$ cat config.mk
export PLATFORM = sky130hd
export DESIGN_NAME = dial_top
export DESIGN_NICKNAME = d
export VERILOG_FILES = /design/src/design/quad_pkg.sv /design/src/design/dial_pkg.sv /design/src/design/dial_top.sv /design/src/design/dial_emu.sv /design/src/design/quad_counter.sv /design/src/design/quad_gen.sv /design/src/design/dial_rate.sv
export SDC_FILE = /design/constraint.sdc
export NUM_CORES = 1
export LEC_CHECK = 0
export BUFFER_PORTS_ARGS = -buffer_cell sky130_fd_sc_hd__buf_4
export CORE_ASPECT_RATIO = 0.6
export CORE_MARGIN = 2
export CORE_UTILIZATION = 51
export DETAILED_ROUTE_END_ITERATION = 10
export PLACE_DENSITY_LB_ADDON = 0.1
export SYNTH_ARGS = -nofsm -noshare
export SYNTH_HDL_FRONTEND = slang
export SYNTH_SLANG_ARGS = --single-unit
$ cat constraint.sdc
create_clock -name clk -period 2.95 [get_ports clk]
set_clock_uncertainty 0.1 [all_clocks]
set_input_delay 0.295 -clock clk [delete_from_list [all_inputs] [get_ports clk]]
set_output_delay 0.295 -clock clk [all_outputs]
set_load 0.1 [all_outputs]
$ cat src/design/quad_pkg.sv
// Quadrature phase type and gray-order helpers; all phase math wraps modulo four.
package quad_pkg;

    typedef logic [1:0] quad_t;

    // The four phases in increasing gray order.
    localparam quad_t QUAD_P0 = 2'b00;
    localparam quad_t QUAD_P1 = 2'b01;
    localparam quad_t QUAD_P2 = 2'b11;
    localparam quad_t QUAD_P3 = 2'b10;

    // Position of a phase in the gray order.
    function automatic logic [1:0] quad_rank(quad_t q);
        case (q)
            QUAD_P1: return 2'd1;
            QUAD_P2: return 2'd2;
            QUAD_P3: return 2'd3;
            default: return 2'd0; // QUAD_P0.
        endcase
    endfunction

    // Phase that sits at a given place in the order.
    function automatic quad_t quad_from_rank(logic [1:0] r);
        case (r)
            2'd1:    return QUAD_P1;
            2'd2:    return QUAD_P2;
            2'd3:    return QUAD_P3;
            default: return QUAD_P0;
        endcase
    endfunction

    function automatic quad_t quad_next(quad_t q);
        return quad_from_rank(quad_rank(q) + 2'd1); // Wraps 10 back to 00.
    endfunction

    function automatic quad_t quad_prev(quad_t q);
        return quad_from_rank(quad_rank(q) - 2'd1); // Wraps 00 back to 10.
    endfunction

endpackage

$ cat src/design/dial_pkg.sv
// Player-side types; joystick bits are active low and spinner bit 8 toggles once per detent.
package dial_pkg;

    // One player's raw controls, 19 bits in all.
    typedef struct packed {
        logic [9:0] joystick; // Active-low buttons and directions.
        logic [8:0] spinner;  // Bit 8 toggles per detent, bit 7 is direction.
    } player_in_t;

    // Static configuration, 4 bits in all.
    typedef struct packed {
        logic [1:0] sensty;  // Burst length and joystick cadence select.
        logic       raw;     // Spinner toggles map one to one onto steps.
        logic       reverse; // Flips direction in every mode.
    } dial_cfg_t;

    // One step command towards a phase generator.
    typedef struct packed {
        logic pulse; // Step strobe.
        logic inc;   // Move forward.
        logic dec;   // Move back.
    } step_t;

    // Line counter that sets the joystick cadence.
    typedef logic [2:0] cadence_t;

endpackage
$ cat src/design/dial_top.sv
// Dial emulation plus board-side decoders; clear is a one-cycle strobe for both counters.
`timescale 1ns/1ps

module dial_top #(
    parameter int LEFT_BIT    = 0,
    parameter int COUNT_WIDTH = 8
) (
    input  logic                          clk,
    input  logic                          rst,
    input  logic                          lhbl,
    input  dial_pkg::player_in_t          player1,
    input  dial_pkg::player_in_t          player2,
    input  dial_pkg::dial_cfg_t           cfg,
    input  logic                          clear,
    output quad_pkg::quad_t               dial_x,
    output quad_pkg::quad_t               dial_y,
    output logic signed [COUNT_WIDTH-1:0] count_x,
    output logic signed [COUNT_WIDTH-1:0] count_y
);

    dial_emu #(.LEFT_BIT(LEFT_BIT)) u_emu (
        .clk     (clk),
        .rst     (rst),
        .lhbl    (lhbl),
        .player1 (player1),
        .player2 (player2),
        .cfg     (cfg),
        .dial_x  (dial_x),
        .dial_y  (dial_y)
    );

    quad_counter #(.COUNT_WIDTH(COUNT_WIDTH)) u_count_x (
        .clk   (clk),
        .rst   (rst),
        .phase (dial_x),
        .clear (clear),
        .count (count_x)
    );

    quad_counter #(.COUNT_WIDTH(COUNT_WIDTH)) u_count_y (
        .clk   (clk),
        .rst   (rst),
        .phase (dial_y),
        .clear (clear),
        .count (count_y)
    );

endmodule

$ cat src/design/dial_emu.sv
// Dial emulation for two players; lhbl must be a clean level and cfg must stay static.
`timescale 1ns/1ps

module dial_emu #(
    parameter int LEFT_BIT = 0
) (
    input  logic                 clk,
    input  logic                 rst,
    input  logic                 lhbl,
    input  dial_pkg::player_in_t player1,
    input  dial_pkg::player_in_t player2,
    input  dial_pkg::dial_cfg_t  cfg,
    output quad_pkg::quad_t      dial_x,
    output quad_pkg::quad_t      dial_y
);
    import dial_pkg::*;

    logic     lhbl_l;            // Blanking history.
    logic     line;              // Rising edge of lhbl.
    logic     cen;               // Half-rate enable for bursts.
    logic     joy_line;
    logic     last1, last2;      // Spinner bit 8 history.
    logic     toggle1, toggle2;
    cadence_t cadence;
    cadence_t threshold;
    step_t    rate1, rate2;      // Emulated steps from the rate units.
    step_t    step1, step2;      // Registered final steps.

    // Picks raw or emulated step, then applies reverse.
    function automatic step_t pick_step(step_t rate, player_in_t p, logic tog, dial_cfg_t c);
        step_t s;
        if (c.raw) begin
            s.pulse = tog; // One step per detent.
            s.inc   = p.spinner[7];
            s.dec   = ~p.spinner[7];
        end else begin
            s = rate;
        end
        if (c.reverse) begin
            {s.inc, s.dec} = {s.dec, s.inc};
        end
        return s;
    endfunction

    assign line    = lhbl & ~lhbl_l;
    assign toggle1 = last1 != player1.spinner[8];
    assign toggle2 = last2 != player2.spinner[8];

    // Joystick lines out of every eight.
    always_comb begin
        case (cfg.sensty)
            2'd1:    threshold = 3'd7;
            2'd0:    threshold = 3'd5;
            2'd3:    threshold = 3'd3;
            default: threshold = 3'd1; // Sensitivity 2.
        endcase
    end

    assign joy_line = line && (cadence < threshold);

    // Previous lhbl and spinner bit 8 levels.
    always_ff @(posedge clk) begin
        lhbl_l <= lhbl;
        last1  <= player1.spinner[8];
        last2  <= player2.spinner[8];
    end

    always_ff @(posedge clk) begin
        if (rst) begin
            cadence <= '0;
            cen     <= 1'b0;
            step1   <= '0;
            step2   <= '0;
        end else begin
            cen   <= ~cen;
            step1 <= pick_step(rate1, player1, toggle1, cfg);
            step2 <= pick_step(rate2, player2, toggle2, cfg);
            if (line) begin
                cadence <= cadence + 3'd1; // Advances on each new line.
            end
        end
    end

    dial_rate #(.LEFT_BIT(LEFT_BIT)) u_rate1 (
        .clk      (clk),
        .rst      (rst),
        .player   (player1),
        .sensty   (cfg.sensty),
        .joy_line (joy_line),
        .toggle   (toggle1),
        .cen      (cen),
        .step     (rate1)
    );

    dial_rate #(.LEFT_BIT(LEFT_BIT)) u_rate2 (
        .clk      (clk),
        .rst      (rst),
        .player   (player2),
        .sensty   (cfg.sensty),
        .joy_line (joy_line),
        .toggle   (toggle2),
        .cen      (cen),
        .step     (rate2)
    );

    quad_gen u_gen_x (
        .clk   (clk),
        .rst   (rst),
        .step  (step1),
        .phase (dial_x)
    );

    quad_gen u_gen_y (
        .clk   (clk),
        .rst   (rst),
        .step  (step2),
        .phase (dial_y)
    );

endmodule

$ cat src/design/quad_counter.sv
// Quadrature decoder; a two-place jump is ambiguous and is dropped, and the count wraps.
`timescale 1ns/1ps

module quad_counter #(
    parameter int COUNT_WIDTH = 8
) (
    input  logic                          clk,
    input  logic                          rst,
    input  quad_pkg::quad_t               phase,
    input  logic                          clear,
    output logic signed [COUNT_WIDTH-1:0] count
);
    import quad_pkg::*;

    localparam logic signed [COUNT_WIDTH-1:0] ONE = 1;

    quad_t      phase_l; // Phase seen last cycle.
    logic [1:0] delta;   // Gray-order distance, modulo four.

    assign delta = quad_rank(phase) - quad_rank(phase_l);

    always_ff @(posedge clk) begin
        if (rst) begin
            phase_l <= QUAD_P0;
            count   <= '0;
        end else begin
            phase_l <= phase;
            if (clear) begin
                count <= '0; // Clear beats a move in the same cycle.
            end else begin
                case (delta)
                    2'd1:    count <= count + ONE; // One place forward.
                    2'd3:    count <= count - ONE; // One place back.
                    default: count <= count;       // Still, or a jump of two.
                endcase
            end
        end
    end

endmodule

$ cat src/design/quad_gen.sv
// Phase generator; a step with both or neither direction set leaves the phase alone.
`timescale 1ns/1ps

module quad_gen (
    input  logic            clk,
    input  logic            rst,
    input  dial_pkg::step_t step,
    output quad_pkg::quad_t phase
);
    import quad_pkg::*;

    logic fwd;  // Forward move requested.
    logic back; // Backward move requested.

    assign fwd  = step.pulse && step.inc && !step.dec;
    assign back = step.pulse && step.dec && !step.inc;

    always_ff @(posedge clk) begin
        if (rst) begin
            phase <= QUAD_P0; // Both lines low.
        end else if (fwd) begin
            phase <= quad_next(phase); // One place up the gray order.
        end else if (back) begin
            phase <= quad_prev(phase); // One place down.
        end
    end

endmodule

$ cat src/design/dial_rate.sv
// Step source for one player; bursts fit 8 signed bits only for the 2-bit sensitivity range.
`timescale 1ns/1ps

module dial_rate #(
    parameter int LEFT_BIT = 0
) (
    input  logic                 clk,
    input  logic                 rst,
    input  dial_pkg::player_in_t player,
    input  logic [1:0]           sensty,
    input  logic                 joy_line,
    input  logic                 toggle,
    input  logic                 cen,
    output dial_pkg::step_t      step
);
    import dial_pkg::*;

    logic signed [7:0] burst;     // Pending steps, sign gives direction.
    logic        [7:0] burst_len; // Length loaded on a toggle.
    logic              burst_go;  // A burst step fires this cycle.
    step_t             next_step;

    // 8 << sensty plus 2 gives 10, 18, 34 or 66 steps.
    assign burst_len = (8'd8 << sensty) + 8'd2;

    assign burst_go = !joy_line && cen && (burst != 8'sd0);

    always_comb begin
        next_step = '0;
        if (joy_line) begin
            next_step.pulse = 1'b1; // Joystick line wins the cycle.
            next_step.inc   = ~player.joystick[LEFT_BIT];
            next_step.dec   = ~player.joystick[LEFT_BIT+1];
        end else if (burst_go) begin
            next_step.pulse = 1'b1;
            next_step.inc   = (burst > 8'sd0);
            next_step.dec   = (burst < 8'sd0);
        end
    end

    always_ff @(posedge clk) begin
        if (rst) begin
            burst <= 8'sd0;
            step  <= '0;
        end else begin
            step <= next_step; // Registered step.
            if (toggle) begin
                // A new detent restarts the burst.
                burst <= player.spinner[7] ? $signed(burst_len) : -$signed(burst_len);
            end else if (burst_go) begin
                burst <= (burst > 8'sd0) ? burst - 8'sd1 : burst + 8'sd1; // Count to zero.
            end
        end
    end

endmodule

==> results of run 1 <==
-- through the flow --
stage / instance area, sq um / power, W / hold slack, ns
floorplan: 3810 / 0.00145 / 0.223
global placement: 4210 / 0.00161 / 0.317
detailed placement: 4210 / 0.00164 / 0.318
CTS: 4540 / 0.00269 / 0.104
global route: 4550 / 0.00285 / 0.122
finish: 4550 / 0.00269 / 0.116
-- power breakdown --
part,leakage [nW],internal (W),switching (W)
clock network,0.139,0.000675,0.000367
registers,0.487,0.000848,0.0000570
logic,1.37,0.000333,0.000412
total,2.00,0.00186,0.000835
-- layout make-up --
cell class | count | area (sq um) | share of cell area
clock buffers | 12 | 246 | 0.0542
clock inverters | 4 | 50.0 | 0.0110
inverters | 24 | 95.1 | 0.0209
multi-input cells | 334 | 2460 | 0.540
flip-flops and latches | 59 | 1200 | 0.263
well taps | 91 | 114 | 0.0250
repair buffers | 51 | 390 | 0.0858
-- sequential cells by signal, summed over array words and instances (netlist names) --
register / cells
u_emu.u_gen_x.phase: 2
u_count_y.count: 8
u_emu.lhbl_l: 1
u_emu.cen: 1
u_emu.step1: 3
u_emu.u_rate2.step: 3
u_emu.step2: 3
u_emu.cadence: 3
u_count_x.count: 8
u_emu.last2: 1
u_emu.u_rate1.step: 3
u_emu.u_rate2.burst: 8
u_emu.u_rate1.burst: 8
u_emu.u_gen_y.phase: 2
u_emu.last1: 1
u_count_x.phase_l: 2
u_count_y.phase_l: 2
-- cells in the final DEF, fill, tap and decap left out, drive strengths merged, types with 3 or more instances in the layout --
| master | count |
|---|---|
| nand2b | 8 |
| or4 | 5 |
| a311oi | 3 |
| buf | 48 |
| inv | 24 |
| nor2 | 61 |
| a211oi | 14 |
| nor3b | 3 |
| mux2i | 23 |
| nand4 | 3 |
| or2 | 3 |
| nor4 | 9 |
| a211o | 3 |
| o21bai | 5 |
| a21o | 4 |
| nor3 | 11 |
| ha | 28 |
| o21a | 3 |
| xor2 | 18 |
| and3 | 3 |
| nor2b | 6 |
| or3 | 4 |
| a21oi | 14 |
| o31ai | 3 |
| nand3 | 5 |
| xnor2 | 22 |
| dlygate4sd3 | 3 |
| a31oi | 6 |
| o21ai | 15 |
| clkbuf | 12 |
| a222oi | 4 |
| nand2 | 22 |
| dfxtp | 59 |
-- path summary, 6_finish.rpt --
check	from	endpoint	slack, ns
worst max register to register	u_emu.u_gen_y.phase[1]	u_count_y.count[6]	0.22
worst min register to register	u_emu.u_rate2.step[2]	u_emu.step2[2]	0.36
worst max-delay path	u_emu.u_gen_y.phase[1]	u_count_y.count[6]	0.22
worst min-delay path	cfg[1]	u_emu.step2[2]	0.12
-- layer usage --
metal  routed length (um)  GRT usage  vias to the layer above
met5                    0          0                        -
met3                  567     0.0634                        6
met2                 3540      0.323                      100
li1                     -          -                     1638
met1                 4500      0.351                     1536
met4                   72     0.0857                        0
-- cell families after synthesis --
kind of cell             count (synthesis)  share of synthesized area
adder cells (fa/ha/maj)                 30                      0.104
multiplexers                            24                     0.0653
flip-flops                              59                      0.314
XOR/XNOR                                42                      0.106
buffers and inverters                   41                     0.0426
AND/OR/NAND/NOR                        151                      0.202
AO/OA/AOI/OAI                           87                      0.165
-- repair_timing --
item                                    4_1_cts  5_1_grt
gates resized for setup                       0        4
endpoints found under the hold margin         3        0
setup buffers                                 0        0
endpoints found under the setup margin        0        4
hold buffers                                  3        0
==> impl_metrics.py, run 1 <==
metrics = {
    "drt": {
        "wl_per_cell_um": 15.1,
        "wl_um": 8680,
        "drc": 0,
        "drtIter0Drc": 219,
        "num_vias": 3280,
        "postRouteAntennaNets": 0,
        "drt-pass1-iter-count": 4,
        "vias_per_cell": 5.70,
    },
    "worst_setup_path": {
        "worstPathMaxFanout": 6,
        "start_kind": "flip-flop",
        "ff2ff_path_depth": 11,
        "endpoint_kind": "flip-flop",
        "path_depth": 11,
        "path_delay_family": "XOR/XNOR gates",
        "critical_path_class": "flip-flop to flip-flop",
        "crit_path_max_incr_delay_ns": 0.46,
        "critPathSlowestCell": "or4_1",
        "cp.required_ns": 3.07,
        "critical_path_buf_inv_count": 1,
        "crit_chain": "inv_4, ha_4, o21ba_4, xor3_2, nor2_2, xor2_1, ha_2, or4_1, mux2i_1, xnor2_1, nor2_2",
        "worstPathArrival_ns": 2.85,
        "critPathMostFrequentCell": "nor2_2",
    },
    "logic_synthesis": {
        "yosysSeqAreaShare": 0.314,
        "synth_top_area_cell": "dfxtp_1",
        "synth.area.top_cells": "dfxtp_1 (31%), ha_1 (9.3%), mux2i_1 (6.1%)",
        "yosysWarningCount": 0,
        "synth_common_cells": "nor2_1 (60), dfxtp_1 (59), ha_1 (28)",
        "synth_nets": 510,
        "synth_cell_types": 58,
        "netlist.area_leader.share": 0.314,
        "syn_area_per_cell_sq_um": 8.65,
        "synth_most_common_cell": "nor2_1",
        "synth_edf_count": 0,
        "ys_ff_latch": 59,
        "synth_flop_cell": "dfxtp_1",
        "syn_inst": 434,
        "syn_area_sq_um": 3760,
        "ys_async_sr_fraction": 0,
    },
    "cells_and_area": {
        "final_cell_count_no_fill": 575,
        "utilization": 0.631,
        "drive_gt1_frac": 0.186,
        "n_fill_cell": 634,
        "synthToLayoutAreaGrowth_pct": 21.1,
        "nNetsFinal": 555,
        "diodes": 0,
    },
    "clocking": {
        "clockBufferDepth": 2,
        "clock_latency_ns": 0.33,
        "cts_sinks": 59,
        "cts_tree": "yes",
        "h-tree-depth": 3,
        "root_buffer": "clkbuf_16",
        "numCtsBuffers": 9,
        "clk_pin_slew_ns": 0.05,
    },
    "floorplanning": {
        "chipHeight_um": 70.5,
        "fp-row-count": 24,
        "initial_utilization": 0.521,
        "core_area_sq_um": 7210,
        "io_pins": 66,
        "dieArea_sq_um": 8090,
        "die_w_um": 115,
    },
    "placement": {
        "gp_congestion": 0.883,
        "pre_cts_slack_ns": 0.0632,
        "post-place-cells": 556,
        "hpwl_um": 6410,
        "port_buffers": 35,
    },
    "sta": {
        "finalHoldViolations": 0,
        "clock.fmax_mhz": 366,
        "setup_viol": 0,
        "setup_tns_ns": 0,
        "tightest_slew_ns": 1.03,
        "rsz0062_at_grt": "false",
        "worst_slew_margin_rel": 0.305,
        "fin_crit_ns": 2.73,
        "setup_ws_ns": 0.216,
        "fin_crit_sh": 0.927,
        "slew_viol_final": 0,
    },
    "job": {
        "drv_cap": 0,
    },
    "grt": {
        "grt_overflow_total": 0,
        "antenna_found_initial": 0,
        "grt_max_degree": 42,
        "grt_pass1_wl_um": 15100,
        "grt_pass1_vias": 3148,
        "grt_usage": 0.236,
    },
    "power_and_ir_drop": {
        "power_density_nw_per_um2": 591,
        "ir_drop_mv": 0.391,
        "total_leakage_power_nw": 2.00,
    },
    "worst_hold_path": {
        "hold_depth": 2,
        "hold_path.class": "input pin to flip-flop",
    },
    "run_status": {
        "status": "finished, final reports clean",
    },
}
Note: power is estimated with default switching activity, not from simulation.
==> run 2, diff against run 1 <==
Settings changed: MAX_ROUTING_LAYER set to met4.
==> impl_metrics.py, run 2 (synthesis results as in run 1) <==
metrics = {
    "run_status": {
        "status": "finished, final reports clean",
    },
    "floorplanning": {
        "die_w_um": 115,
        "core_area_sq_um": 7210,
        "dieArea_sq_um": 8090,
        "chipHeight_um": 70.5,
        "fp-row-count": 24,
        "initial_utilization": 0.521,
        "io_pins": 66,
    },
    "worst_setup_path": {
        "worstPathArrival_ns": 2.85,
        "rr_startpoint": "u_emu.u_gen_y.phase[0]",
        "worstPathMaxFanout": 6,
        "critical_path_buf_inv_count": 1,
        "start_kind": "flip-flop",
        "worstSetupEndpoint": "u_count_y.count[6]",
        "critPathMostFrequentCell": "nor2_2",
        "endpoint_kind": "flip-flop",
        "r2r_end": "u_count_y.count[6]",
        "crit_path_max_incr_delay_ns": 0.46,
        "critPathSlowestCell": "or4_1",
        "path_depth": 11,
        "crit_chain": "inv_4, ha_4, o21ba_4, xor3_2, nor2_2, xor2_1, ha_2, or4_1, mux2i_1, xnor2_1, nor2_2",
        "ff2ff_path_depth": 11,
        "cp-startpoint": "u_emu.u_gen_y.phase[0]",
        "critical_path_class": "flip-flop to flip-flop",
        "r2r_slack_ns": 0.22,
        "cp.required_ns": 3.07,
        "path_delay_family": "XOR/XNOR gates",
    },
    "cells_and_area": {
        "nNetsFinal": 555,
        "diodes": 0,
        "n_fill_cell": 634,
        "fin_area_sq_um": 4550,
        "layout_common_cells": "nor2_1 (59), dfxtp_1 (55), buf_4 (48)",
        "final_cell_count_no_fill": 575,
        "drive_gt1_frac": 0.186,
        "synthToLayoutAreaGrowth_pct": 21.1,
        "final_common_cell": "nor2_1",
    },
    "clocking": {
        "post_cts_buffers": 0,
        "h-tree-depth": 3,
        "numCtsBuffers": 9,
        "root_buffer": "clkbuf_16",
        "cts_sinks": 59,
        "cts_tree": "yes",
        "clk_pin_slew_ns": 0.05,
        "clock_latency_ns": 0.33,
        "clockBufferDepth": 2,
    },
    "drt": {
        "wl_per_cell_um": 15.2,
        "met3_length_um": 567,
        "wl_um": 8750,
        "vias_per_cell": 5.68,
        "top_layer": "met4",
        "wl_met1_um": 4550,
        "drt-pass1-iter-count": 4,
        "postRouteAntennaNets": 0,
        "num_vias": 3265,
        "wl_met2_um": 3510,
        "drc": 0,
        "drtIter0Drc": 242,
    },
    "grt": {
        "grt_pass1_wl_um": 15100,
        "grt_pass1_vias": 3143,
        "grt_usage": 0.243,
        "grt_overflow_total": 0,
        "antenna_found_initial": 0,
        "grt_max_degree": 42,
    },
    "sta": {
        "whs_ns": 0.116,
        "worst_slew_margin_rel": 0.263,
        "slew_viol_final": 0,
        "tightest_slew_ns": 1.10,
        "fin_crit_ns": 2.73,
        "fin_crit_sh": 0.927,
        "setup_viol": 0,
        "rsz0062_at_grt": "false",
        "setup_tns_ns": 0,
        "clock.fmax_mhz": 366,
        "finalHoldViolations": 0,
    },
    "power_and_ir_drop": {
        "power_w": 0.00269,
        "switching_share": 0.311,
        "power_density_nw_per_um2": 592,
        "netSwitchingPower_w": 0.000838,
        "p_int_w": 0.00186,
        "p_comb_frac": 0.277,
        "power_frac_seq": 0.336,
        "total_leakage_power_nw": 2.00,
        "clock_power_share": 0.387,
        "ir_drop_mv": 0.393,
    },
    "placement": {
        "post-place-cells": 556,
        "placed_cell_area_sq_um": 4210,
        "gp_congestion": 0.898,
        "hpwl_um": 6410,
        "port_buffers": 35,
    },
    "job": {
        "drv_cap": 0,
    },
    "worst_hold_path": {
        "hold_depth": 2,
        "hold_path.class": "input pin to flip-flop",
    },
}
==> run 2: cell counts in the layout (fill, tap and decap cells not counted) <==
Identical to the previous run, type by type.
==> run 2: repair_timing <==
item / CTS / global route
gates resized for setup: 0 / 4
hold buffers: 3 / 0
hold endpoints to repair: 3 / 0
setup endpoints to repair: 0 / 4
==> run 2: final cells by class <==
type | instances | area, sq um | area share
clock buffers | 12 | 246 | 0.0542
clock inverters | 4 | 50.0 | 0.0110
inverters | 24 | 95.1 | 0.0209
multi-input cells | 334 | 2460 | 0.540
flip-flops and latches | 59 | 1200 | 0.263
well taps | 91 | 114 | 0.0250
repair buffers | 51 | 390 | 0.0858
==> run 2: stage by stage <==
| step | setup WS, ns | util |
|---|---|---|
| floorplan | 0.000146 | - |
| detailed placement | 0.0632 | 0.584 |
| global placement | 0.0776 | 0.584 |
| CTS | 0.0444 | 0.630 |
| finish | 0.216 | 0.631 |
| global route | 0.0269 | 0.631 |
==> run 2: how the worst min path moves through the flow <==
stage | from | endpoint
after floorplan | player1[8] | u_emu.last1
after global placement | lhbl | u_emu.lhbl_l
after detailed placement | lhbl | u_emu.lhbl_l
after CTS | cfg[1] | u_emu.step2[2]
after global routing | cfg[1] | u_emu.step2[2]
final | cfg[1] | u_emu.step2[2]
==> run 2: per-layer routing <==
layer	vias to the layer above	GRT usage
li1	1638	-
met1	1526	0.351
met2	90	0.323
met3	11	0.0634
met4	0	0.0857
met5	-	-
==> run 2: power by group through the flow <==
stage	logic, W	registers [W]	clock network, W
2_1_floorplan	0.000514	0.000936	0
3_3_place_gp	0.000697	0.000916	0
3_5_place_dp	0.000721	0.000918	0
4_1_cts	0.000729	0.000902	0.00106
5_1_grt	0.000833	0.000911	0.00110
6_report	0.000746	0.000905	0.00104
